<file path="config.mk">
export PLATFORM = sky130hd
export DESIGN_NAME = pdes_scheduler
export DESIGN_NICKNAME = d
export VERILOG_FILES = /design/src/logic/pdes_pkg.sv /design/src/logic/sched_fsm.sv /design/src/logic/init_counter.sv /design/src/logic/event_queue.sv /design/src/logic/gvt_tracker.sv /design/src/logic/run_stats.sv /design/src/logic/pdes_scheduler.sv
export SDC_FILE = /design/constraint.sdc
export NUM_CORES = 2
export LEC_CHECK = 0
export BUFFER_PORTS_ARGS = -buffer_cell sky130_fd_sc_hd__clkbuf_2
export CAP_MARGIN = 20
export CELL_PAD_IN_SITES_DETAIL_PLACEMENT = 0
export CELL_PAD_IN_SITES_GLOBAL_PLACEMENT = 1
export CORE_UTILIZATION = 30
export DETAILED_ROUTE_END_ITERATION = 10
export PLACE_DENSITY_LB_ADDON = 0.1
export SYNTH_ARGS = -nofsm -noshare
export SYNTH_HDL_FRONTEND = slang
export SYNTH_SLANG_ARGS = --single-unit
</file>
<file path="constraint.sdc">
create_clock -name clk -period 16.05 [get_ports clk]
set_input_delay 3.21 -clock clk [delete_from_list [all_inputs] [get_ports clk]]
set_output_delay 3.21 -clock clk [all_outputs]
set_load 0.05 [all_outputs]
</file>
<file path="src/logic/pdes_pkg.sv">
package pdes_pkg;

   // event field widths
   localparam int TIME_WID = 16;
   localparam int LP_WID   = 8;
   localparam int MSG_WID  = 25;

   // message layout, time at the bottom and the anti flag on top
   localparam int TIME_LSB = 0;
   localparam int LP_LSB   = 16;
   localparam int ANTI_BIT = 24;

   // initial event count width
   localparam int INIT_WID = 9;

   // sorted queue entries
   localparam int QUEUE_DEPTH = 16;

   // run statistics
   localparam int CNT_WID = 32;

   // neutral value when taking a minimum
   localparam logic [TIME_WID-1:0] TIME_MAX = {TIME_WID{1'b1}};

   // run states of the scheduler
   typedef enum logic [2:0] {
      IDLE     = 3'd0,
      INIT     = 3'd1,
      READY    = 3'd2,
      RUNNING  = 3'd3,
      FINISHED = 3'd4
   } sched_state_e;

endpackage

</file>
<file path="src/logic/sched_fsm.sv">
module sched_fsm (
   input  logic                           clk,
   input  logic                           rst_n,
   input  logic                           start,
   input  logic [pdes_pkg::TIME_WID-1:0]  sim_end,
   input  logic                           evt_in_vld,
   input  logic [pdes_pkg::MSG_WID-1:0]   evt_in,
   input  logic                           evt_req,
   input  logic                           cores_idle,
   input  logic [pdes_pkg::TIME_WID-1:0]  gvt,
   input  logic [pdes_pkg::LP_WID-1:0]    init_lp,
   input  logic                           init_done,
   input  logic                           empty,
   input  logic                           full,
   input  logic [pdes_pkg::MSG_WID-1:0]   head,
   output logic                           init_en,
   output logic                           enq,
   output logic [pdes_pkg::MSG_WID-1:0]   enq_data,
   output logic                           deq,
   output logic                           running,
   output logic                           run_start,
   output logic                           evt_out_vld,
   output logic [pdes_pkg::MSG_WID-1:0]   evt_out,
   output logic                           rtn_vld,
   output logic                           cleanup
);

   pdes_pkg::sched_state_e state;
   pdes_pkg::sched_state_e state_nxt;
   logic req_pend;
   logic null_msg;
   logic past_end;
   logic init_enq;
   logic run_enq;

   assign run_start = (state == pdes_pkg::IDLE) && start;
   assign init_en   = (state == pdes_pkg::INIT);
   assign running   = (state == pdes_pkg::RUNNING);
   assign past_end  = gvt > sim_end;

   // null message is an anti flag with lp 0 and time 0
   assign null_msg = evt_in[pdes_pkg::ANTI_BIT] && (evt_in[pdes_pkg::ANTI_BIT-1:0] == '0);

   // init events go in at time 0 as normal messages
   assign init_enq = init_en && !init_done;
   assign run_enq  = running && evt_in_vld && !full && !null_msg;
   assign enq      = init_enq || run_enq;
   assign enq_data = init_enq ? {1'b0, init_lp, {pdes_pkg::TIME_WID{1'b0}}} : evt_in;

   // an enqueue in the same cycle wins over a dispatch
   assign deq = req_pend && running && !enq && !empty && !past_end;

   always_comb begin
      state_nxt = state;
      case (state)
         pdes_pkg::IDLE:     if (start) state_nxt = pdes_pkg::INIT;
         pdes_pkg::INIT:     if (init_done) state_nxt = pdes_pkg::READY;
         pdes_pkg::READY:    state_nxt = pdes_pkg::RUNNING;
         pdes_pkg::RUNNING:  if (past_end && cores_idle) state_nxt = pdes_pkg::FINISHED;
         pdes_pkg::FINISHED: state_nxt = pdes_pkg::IDLE;
         default:            state_nxt = pdes_pkg::IDLE;
      endcase
   end

   always_ff @(posedge clk or negedge rst_n) begin
      if (!rst_n) begin
         state       <= pdes_pkg::IDLE;
         req_pend    <= 1'b0;
         evt_out_vld <= 1'b0;
         rtn_vld     <= 1'b0;
         cleanup     <= 1'b0;
      end else begin
         state       <= state_nxt;
         // request stays pending until a dispatch serves it
         req_pend    <= run_start ? 1'b0 : ((req_pend && !deq) || evt_req);
         evt_out_vld <= deq;
         // held until the next run starts
         rtn_vld     <= !run_start &&
                        (rtn_vld || (running && past_end) || full);
         cleanup     <= (state == pdes_pkg::FINISHED) || full;
      end
   end

   // head sampled in the decision cycle
   always_ff @(posedge clk) begin
      if (deq) begin
         evt_out <= head;
      end
   end

endmodule

</file>
<file path="src/logic/init_counter.sv">
module init_counter (
   input  logic                           clk,
   input  logic                           rst_n,
   input  logic                           init_en,
   input  logic [pdes_pkg::INIT_WID-1:0]  num_init_events,
   input  logic [pdes_pkg::LP_WID-1:0]    lp_mask,
   output logic [pdes_pkg::LP_WID-1:0]    init_lp,
   output logic                           init_done
);

   logic [pdes_pkg::INIT_WID-1:0] count;

   // counts up while init runs, back to zero otherwise
   always_ff @(posedge clk or negedge rst_n) begin
      if (!rst_n) begin
         count <= '0;
      end else if (init_en) begin
         if (!init_done) begin
            count <= count + 1'b1;
         end
      end else begin
         count <= '0;
      end
   end

   // lp id of the next initial event
   assign init_lp = count[pdes_pkg::LP_WID-1:0] & lp_mask;

   // a zero count is done straight away
   assign init_done = (count == num_init_events);

endmodule

</file>
<file path="src/logic/event_queue.sv">
module event_queue (
   input  logic                           clk,
   input  logic                           rst_n,
   input  logic                           enq,
   input  logic [pdes_pkg::MSG_WID-1:0]   enq_data,
   input  logic                           deq,
   output logic [pdes_pkg::MSG_WID-1:0]   head,
   output logic                           empty,
   output logic                           full
);

   logic [pdes_pkg::MSG_WID-1:0]      slot     [pdes_pkg::QUEUE_DEPTH];
   logic [pdes_pkg::QUEUE_DEPTH-1:0]  slot_vld;
   logic [pdes_pkg::MSG_WID-1:0]      sh_slot  [pdes_pkg::QUEUE_DEPTH];
   logic [pdes_pkg::QUEUE_DEPTH-1:0]  sh_vld;
   logic [pdes_pkg::QUEUE_DEPTH-1:0]  stay;
   logic [pdes_pkg::MSG_WID-1:0]      nxt_slot [pdes_pkg::QUEUE_DEPTH];
   logic [pdes_pkg::QUEUE_DEPTH-1:0]  nxt_vld;
   logic                              deq_ok;
   logic                              enq_ok;

   // earlier time first, anti message first at equal time
   function automatic logic sorts_before(
      input logic [pdes_pkg::MSG_WID-1:0] a,
      input logic [pdes_pkg::MSG_WID-1:0] b
   );
      logic [pdes_pkg::TIME_WID-1:0] ta;
      logic [pdes_pkg::TIME_WID-1:0] tb;
      ta = a[pdes_pkg::TIME_LSB +: pdes_pkg::TIME_WID];
      tb = b[pdes_pkg::TIME_LSB +: pdes_pkg::TIME_WID];
      return (ta < tb) ||
             ((ta == tb) && a[pdes_pkg::ANTI_BIT] && !b[pdes_pkg::ANTI_BIT]);
   endfunction

   assign head  = slot[0];
   assign empty = !slot_vld[0];
   assign full  = slot_vld[pdes_pkg::QUEUE_DEPTH-1];

   // a removal frees a slot for an insertion in the same cycle
   assign deq_ok = deq && !empty;
   assign enq_ok = enq && (!full || deq_ok);

   // queue after removal of the head
   always_comb begin
      for (int i = 0; i < pdes_pkg::QUEUE_DEPTH - 1; i++) begin
         sh_slot[i] = deq_ok ? slot[i+1] : slot[i];
         sh_vld[i]  = deq_ok ? slot_vld[i+1] : slot_vld[i];
      end
      sh_slot[pdes_pkg::QUEUE_DEPTH-1] = slot[pdes_pkg::QUEUE_DEPTH-1];
      sh_vld[pdes_pkg::QUEUE_DEPTH-1]  = deq_ok ? 1'b0 : slot_vld[pdes_pkg::QUEUE_DEPTH-1];
   end

   // entries ahead of the new event; equal keys stay ahead, keeping arrival order
   always_comb begin
      for (int i = 0; i < pdes_pkg::QUEUE_DEPTH; i++) begin
         stay[i] = sh_vld[i] && !sorts_before(enq_data, sh_slot[i]);
      end
   end

   // insert at the first slot not kept, shift the rest back by one
   always_comb begin
      nxt_slot[0] = (!enq_ok || stay[0]) ? sh_slot[0] : enq_data;
      nxt_vld[0]  = sh_vld[0] || enq_ok;
      for (int i = 1; i < pdes_pkg::QUEUE_DEPTH; i++) begin
         if (!enq_ok || stay[i]) begin
            nxt_slot[i] = sh_slot[i];
         end else if (stay[i-1]) begin
            nxt_slot[i] = enq_data;
         end else begin
            nxt_slot[i] = sh_slot[i-1];
         end
         nxt_vld[i] = sh_vld[i] || (enq_ok && sh_vld[i-1]);
      end
   end

   always_ff @(posedge clk or negedge rst_n) begin
      if (!rst_n) begin
         slot_vld <= '0;
      end else begin
         slot_vld <= nxt_vld;
      end
   end

   always_ff @(posedge clk) begin
      if (enq_ok || deq_ok) begin
         for (int i = 0; i < pdes_pkg::QUEUE_DEPTH; i++) begin
            slot[i] <= nxt_slot[i];
         end
      end
   end

endmodule

</file>
<file path="src/logic/gvt_tracker.sv">
module gvt_tracker (
   input  logic                           clk,
   input  logic                           rst_n,
   input  logic                           running,
   input  logic                           run_start,
   input  logic                           min_time_vld,
   input  logic [pdes_pkg::TIME_WID-1:0]  min_time,
   input  logic [pdes_pkg::MSG_WID-1:0]   head,
   input  logic                           empty,
   output logic [pdes_pkg::TIME_WID-1:0]  gvt
);

   logic [pdes_pkg::TIME_WID-1:0] q_time;
   logic [pdes_pkg::TIME_WID-1:0] gvt_nxt;

   // empty queue puts no bound on gvt
   assign q_time = empty ? pdes_pkg::TIME_MAX : head[pdes_pkg::TIME_LSB +: pdes_pkg::TIME_WID];

   // smaller of core side and queue side
   assign gvt_nxt = (min_time < q_time) ? min_time : q_time;

   always_ff @(posedge clk or negedge rst_n) begin
      if (!rst_n) begin
         gvt <= '0;
      end else if (run_start) begin
         gvt <= '0;
      end else if (running && min_time_vld) begin
         gvt <= gvt_nxt;
      end
   end

endmodule

</file>
<file path="src/logic/run_stats.sv">
module run_stats (
   input  logic                           clk,
   input  logic                           rst_n,
   input  logic                           run_start,
   input  logic                           running,
   input  logic                           evt_out_vld,
   input  logic [pdes_pkg::MSG_WID-1:0]   evt_out,
   output logic [pdes_pkg::CNT_WID-1:0]   total_cycles,
   output logic [pdes_pkg::CNT_WID-1:0]   total_events,
   output logic [pdes_pkg::CNT_WID-1:0]   total_antimsg
);

   always_ff @(posedge clk or negedge rst_n) begin
      if (!rst_n) begin
         total_cycles  <= '0;
         total_events  <= '0;
         total_antimsg <= '0;
      end else if (run_start) begin
         total_cycles  <= '0;
         total_events  <= '0;
         total_antimsg <= '0;
      end else begin
         // cycles spent in the running state
         if (running) begin
            total_cycles <= total_cycles + 1'b1;
         end
         // dispatched events, and how many of them cancel earlier ones
         if (evt_out_vld) begin
            total_events <= total_events + 1'b1;
            if (evt_out[pdes_pkg::ANTI_BIT]) begin
               total_antimsg <= total_antimsg + 1'b1;
            end
         end
      end
   end

endmodule

</file>
<file path="src/logic/pdes_scheduler.sv">
module pdes_scheduler (
   input  logic                           clk,
   input  logic                           rst_n,
   input  logic                           start,
   input  logic [pdes_pkg::INIT_WID-1:0]  num_init_events,
   input  logic [pdes_pkg::LP_WID-1:0]    lp_mask,
   input  logic [pdes_pkg::TIME_WID-1:0]  sim_end,
   input  logic                           evt_in_vld,
   input  logic [pdes_pkg::MSG_WID-1:0]   evt_in,
   input  logic                           evt_req,
   input  logic                           min_time_vld,
   input  logic [pdes_pkg::TIME_WID-1:0]  min_time,
   input  logic                           cores_idle,
   output logic                           evt_out_vld,
   output logic [pdes_pkg::MSG_WID-1:0]   evt_out,
   output logic [pdes_pkg::TIME_WID-1:0]  gvt,
   output logic                           rtn_vld,
   output logic                           cleanup,
   output logic [pdes_pkg::CNT_WID-1:0]   total_cycles,
   output logic [pdes_pkg::CNT_WID-1:0]   total_events,
   output logic [pdes_pkg::CNT_WID-1:0]   total_antimsg
);

   logic                          init_en;
   logic [pdes_pkg::LP_WID-1:0]   init_lp;
   logic                          init_done;
   logic                          enq;
   logic [pdes_pkg::MSG_WID-1:0]  enq_data;
   logic                          deq;
   logic [pdes_pkg::MSG_WID-1:0]  head;
   logic                          empty;
   logic                          full;
   logic                          running;
   logic                          run_start;

   sched_fsm fsm_i (
      .clk         (clk),
      .rst_n       (rst_n),
      .start       (start),
      .sim_end     (sim_end),
      .evt_in_vld  (evt_in_vld),
      .evt_in      (evt_in),
      .evt_req     (evt_req),
      .cores_idle  (cores_idle),
      .gvt         (gvt),
      .init_lp     (init_lp),
      .init_done   (init_done),
      .empty       (empty),
      .full        (full),
      .head        (head),
      .init_en     (init_en),
      .enq         (enq),
      .enq_data    (enq_data),
      .deq         (deq),
      .running     (running),
      .run_start   (run_start),
      .evt_out_vld (evt_out_vld),
      .evt_out     (evt_out),
      .rtn_vld     (rtn_vld),
      .cleanup     (cleanup)
   );

   init_counter init_i (
      .clk             (clk),
      .rst_n           (rst_n),
      .init_en         (init_en),
      .num_init_events (num_init_events),
      .lp_mask         (lp_mask),
      .init_lp         (init_lp),
      .init_done       (init_done)
   );

   event_queue queue_i (
      .clk      (clk),
      .rst_n    (rst_n),
      .enq      (enq),
      .enq_data (enq_data),
      .deq      (deq),
      .head     (head),
      .empty    (empty),
      .full     (full)
   );

   gvt_tracker gvt_i (
      .clk          (clk),
      .rst_n        (rst_n),
      .running      (running),
      .run_start    (run_start),
      .min_time_vld (min_time_vld),
      .min_time     (min_time),
      .head         (head),
      .empty        (empty),
      .gvt          (gvt)
   );

   run_stats stats_i (
      .clk           (clk),
      .rst_n         (rst_n),
      .run_start     (run_start),
      .running       (running),
      .evt_out_vld   (evt_out_vld),
      .evt_out       (evt_out),
      .total_cycles  (total_cycles),
      .total_events  (total_events),
      .total_antimsg (total_antimsg)
   );

endmodule

</file>
==> summary.md <==
| Metric | Value |
|---|---|
| Status | complete, no violations |
| Final setup margin | around 6000 ps |
| Post-synth top flop | edfxtp_1 |
| Routed wire length | ~120000 µm |
| H-tree lvl count | 3 |
| Clock Path Buffers | 3 |
| Drt pass-1 iters | 5 |
| RSZ-0062 raised after global routing | false |
| Footprint of the multi-input gates | between 20000 and 25000 µm² |
| Number of remaining DRC errors | 0 |
| Area contributors post-synth | edfxtp_1, mux2i_1, dfrtp_1, mux2_2, ha_1 |
| Post-DP HPWL | between 80000 and 90000 µm |
| DR WL/cell | between 20 and 25 µm |
| CTS Hold Buffers Added | 0 |
| NumNets Final | around 3800 |
| Worst Setup SP | evt_in[24] |
| Routability cong. | 0.813 |
| Core Area | around 130000 µm² |
| Num ports | approximately 220 |
| Initial antenna violation count | 2 |
| Share of layout cells above drive strength 1 | around 22% |
| Initial Util | between 30% and 40% |
| Synth Cell Area | 39000 µm² |
| Leading area contributor after synthesis | edfxtp_1 |
| Dpl cells | roughly 5100 |
| Fraction of registers with async set or reset after synthesis | between 20% and 30% |
| Slew margin rel. | a little under a third |
| Seq cells post-synth | around 570 |
| Layout Area Growth over Synthesis | 14.0% |
| Clock input transition at the sequential cells of the worst setup and hold paths | ~60 ps |
| GR Util met1 | around 22% |
| IO buf count | between 200 and 250 |
| Final Max Tran Viols | 0 |
| Syn Inst Count | ~3300 |
| Worst vdd ir | about 0.07 mV |
| Clk_skew | ~34 ps |
| Final hold slack | between 400 and 500 ps |
| Die ar. | about 130000 µm² |
| Root buf cell | clkbuf_16 |
| Synth warn | 0 |
| Critical path arrival | around 11000 ps |
| Final Hold Viols | 0 |
| Crit path capture | queue_i.slot[0][47] |
| Synth cell types | 77 |
| CP endpoint kind | flip-flop |
| Pre-CTS setup slack | around 4800 ps |
| Clk_lat worst skew | a little under 700 ps |
| Peak Freq | around 98 MHz |
| Max-Cap Viols | 0 |
| Vias/cell | between 5 and 6 |
| DR iter-0 viols | 1155 |
| Final period util | 63.6% |
| Pwr dens | ~100 nW/µm² |
| Row cnt | ~130 |
| Post-synth EDFFs | 425 |
| CP Data Required Time | ~16000 ps |
| Final Setup Violations | 0 |
| Final instance area | 44400 µm² |
| Most common cell in the netlist | mux2i_1 |
| CTS tree | done |
| Placed Area | ~42000 µm² |
| Die Height | around 360 µm |
| Sequential area share after synthesis | 42.0% |
| CTS Sinks | around 570 |
| CP Class | in2reg |
| Fin Setup TNS | 0 ps |
| Fin cells | ~5300 |
| Filler Cells Inserted | 12882 |
| Worst R2R Start | gvt_i.gvt[11] |
| Crit Path Max Fanout | 64 |
| P_leak | around 19 nW |
| Most frequent cells after synthesis | mux2i_1, edfxtp_1, mux2_2, ha_1, nor2_1 |
| Worst Hold Class | reg2reg |
| Final core area utilization | 34.7% |
| Vias in the first global route | between 20000 and 30000 |
| First-pass GRT wire length | 177000 µm |
| Overflow after GRT | 0 |
| Met2 usage | about 30% |
| Grt peak-use layer | met2 |
| Die width | between 300 and 400 µm |
| Largest net degree at the start of global routing | around 140 |
| PnR Total Power | 4.47 mW |
| Total CTS buffers | 79 |
| # resized after CTS | 0 |
| Area share of the largest cell type after synthesis | about a third |
| Syn nets | between 3000 and 4000 |
| Postcts setup bufs | 0 |
| Via count | between 20000 and 30000 |
| Reg2reg path depth | 20 |
| Startpoint Class | input pin |
| Syn_area_per_cell | about 12 µm² |
| ANT nets after route | 0 |
| Met3 GRT Util | 2.62% |
| R2R setup slack | 8350 ps |
| Tightest Pin Transition | around 1000 ps |
| Minimum clock period | between 10000 and 15000 ps |
| Register area | approximately 16000 µm² |
| R2r endpoint | queue_i.slot[0][47] |
| GRT Util Overall | ~17% |
## final cells by class
cell class | instances | area share, %
Multi-Input combinational cell | 2442 | 47.8
Clock buffer | 106 | 5.00
Inverter | 75 | 0.645
Clock inverter | 39 | 0.848
Antenna cell | 2 | 0.0113
Tap cell | 1729 | 4.87
Sequential cell | 569 | 36.8
Timing Repair Buffer | 302 | 3.97
## critical path, stage by stage
cell and delay [ps]:
clkbuf_2 160, nor4b_2 580, nand4_1 330, o211ai_2 350, nand4_2 320, or2_4 490, inv_6 640, buf_4 660
mux2i_1 360, ha_1 320, nand4_1 170, a21oi_1 100, a2111oi_0 720, o21ai_0 160, a221oi_1 560, a211o_1 170
buf_4 380, and2_1 190, buf_4 420, mux2i_1 150
## state kept, by name (all words and copies together) (netlist names)
name	count
init_i.count	9
fsm_i.evt_out_vld	1
fsm_i.state	3
queue_i.slot_vld	16
fsm_i.req_pend	1
gvt_i.gvt	16
fsm_i.evt_out	25
fsm_i.rtn_vld	1
fsm_i.cleanup	1
stats_i.total_events	32
queue_i.slot	400
stats_i.total_antimsg	32
stats_i.total_cycles	32
## kinds of logic after synthesis
group | Yosys count | share of synthesized area [%]
simple gates | 581 | 7.43
fa+ha+maj | 275 | 8.83
buf+inv | 266 | 3.62
flops | 569 | 42.0
compound gates | 390 | 6.52
mux | 1104 | 29.5
xor+xnor | 92 | 2.07
## routing by layer
| layer | wire, µm | share of wire, % | up-vias |
|---|---|---|---|
| met2 | 55600 | 48 | 454 |
| met1 | 53300 | 46 | 12929 |
| met4 | 2720 | 2.3 | 0 |
| met3 | 4350 | 3.8 | 126 |
| met5 | 0 | 0 | - |
| li1 | - | - | 12916 |
## power by group
part	internal, mW	switching [mW]	leakage (nW)
combinational	0.233	0.680	13.0
clock	1.06	0.735	1.28
sequential	1.65	0.116	4.25
total	2.94	1.53	18.5
## how the worst min path moves through the flow
stage	start	to	slack, ps	cells after the start
floorplan	queue_i.slot[0][16]	fsm_i.evt_out[16]	430	0
global placement	queue_i.slot[0][20]	fsm_i.evt_out[20]	440	0
detailed placement	queue_i.slot[0][23]	fsm_i.evt_out[23]	440	0
CTS	queue_i.slot[0][23]	fsm_i.evt_out[23]	450	0
global route	queue_i.slot[0][23]	fsm_i.evt_out[23]	460	0
finish	queue_i.slot[0][23]	fsm_i.evt_out[23]	450	0
## placed cells by master (no fill, tap or decap), types with 61 or more instances in the layout
| cell type | netlist | layout |
|---|---|---|
| mux2_2 | 315 | 315 |
| nand2_1 | 139 | 138 |
| o21ai_0 | 102 | 101 |
| dfrtp_1 | 144 | 144 |
| clkbuf_16 | 0 | 81 |
| mux2i_1 | 766 | 766 |
| inv_1 | 74 | 73 |
| a21oi_1 | 120 | 120 |
| buf_4 | 31 | 78 |
| clkbuf_2 | 0 | 219 |
| nor2_1 | 161 | 161 |
| ha_1 | 275 | 275 |
| nand4_1 | 61 | 61 |
| edfxtp_1 | 425 | 425 |
Note: power is estimated with default switching activity, not from simulation.
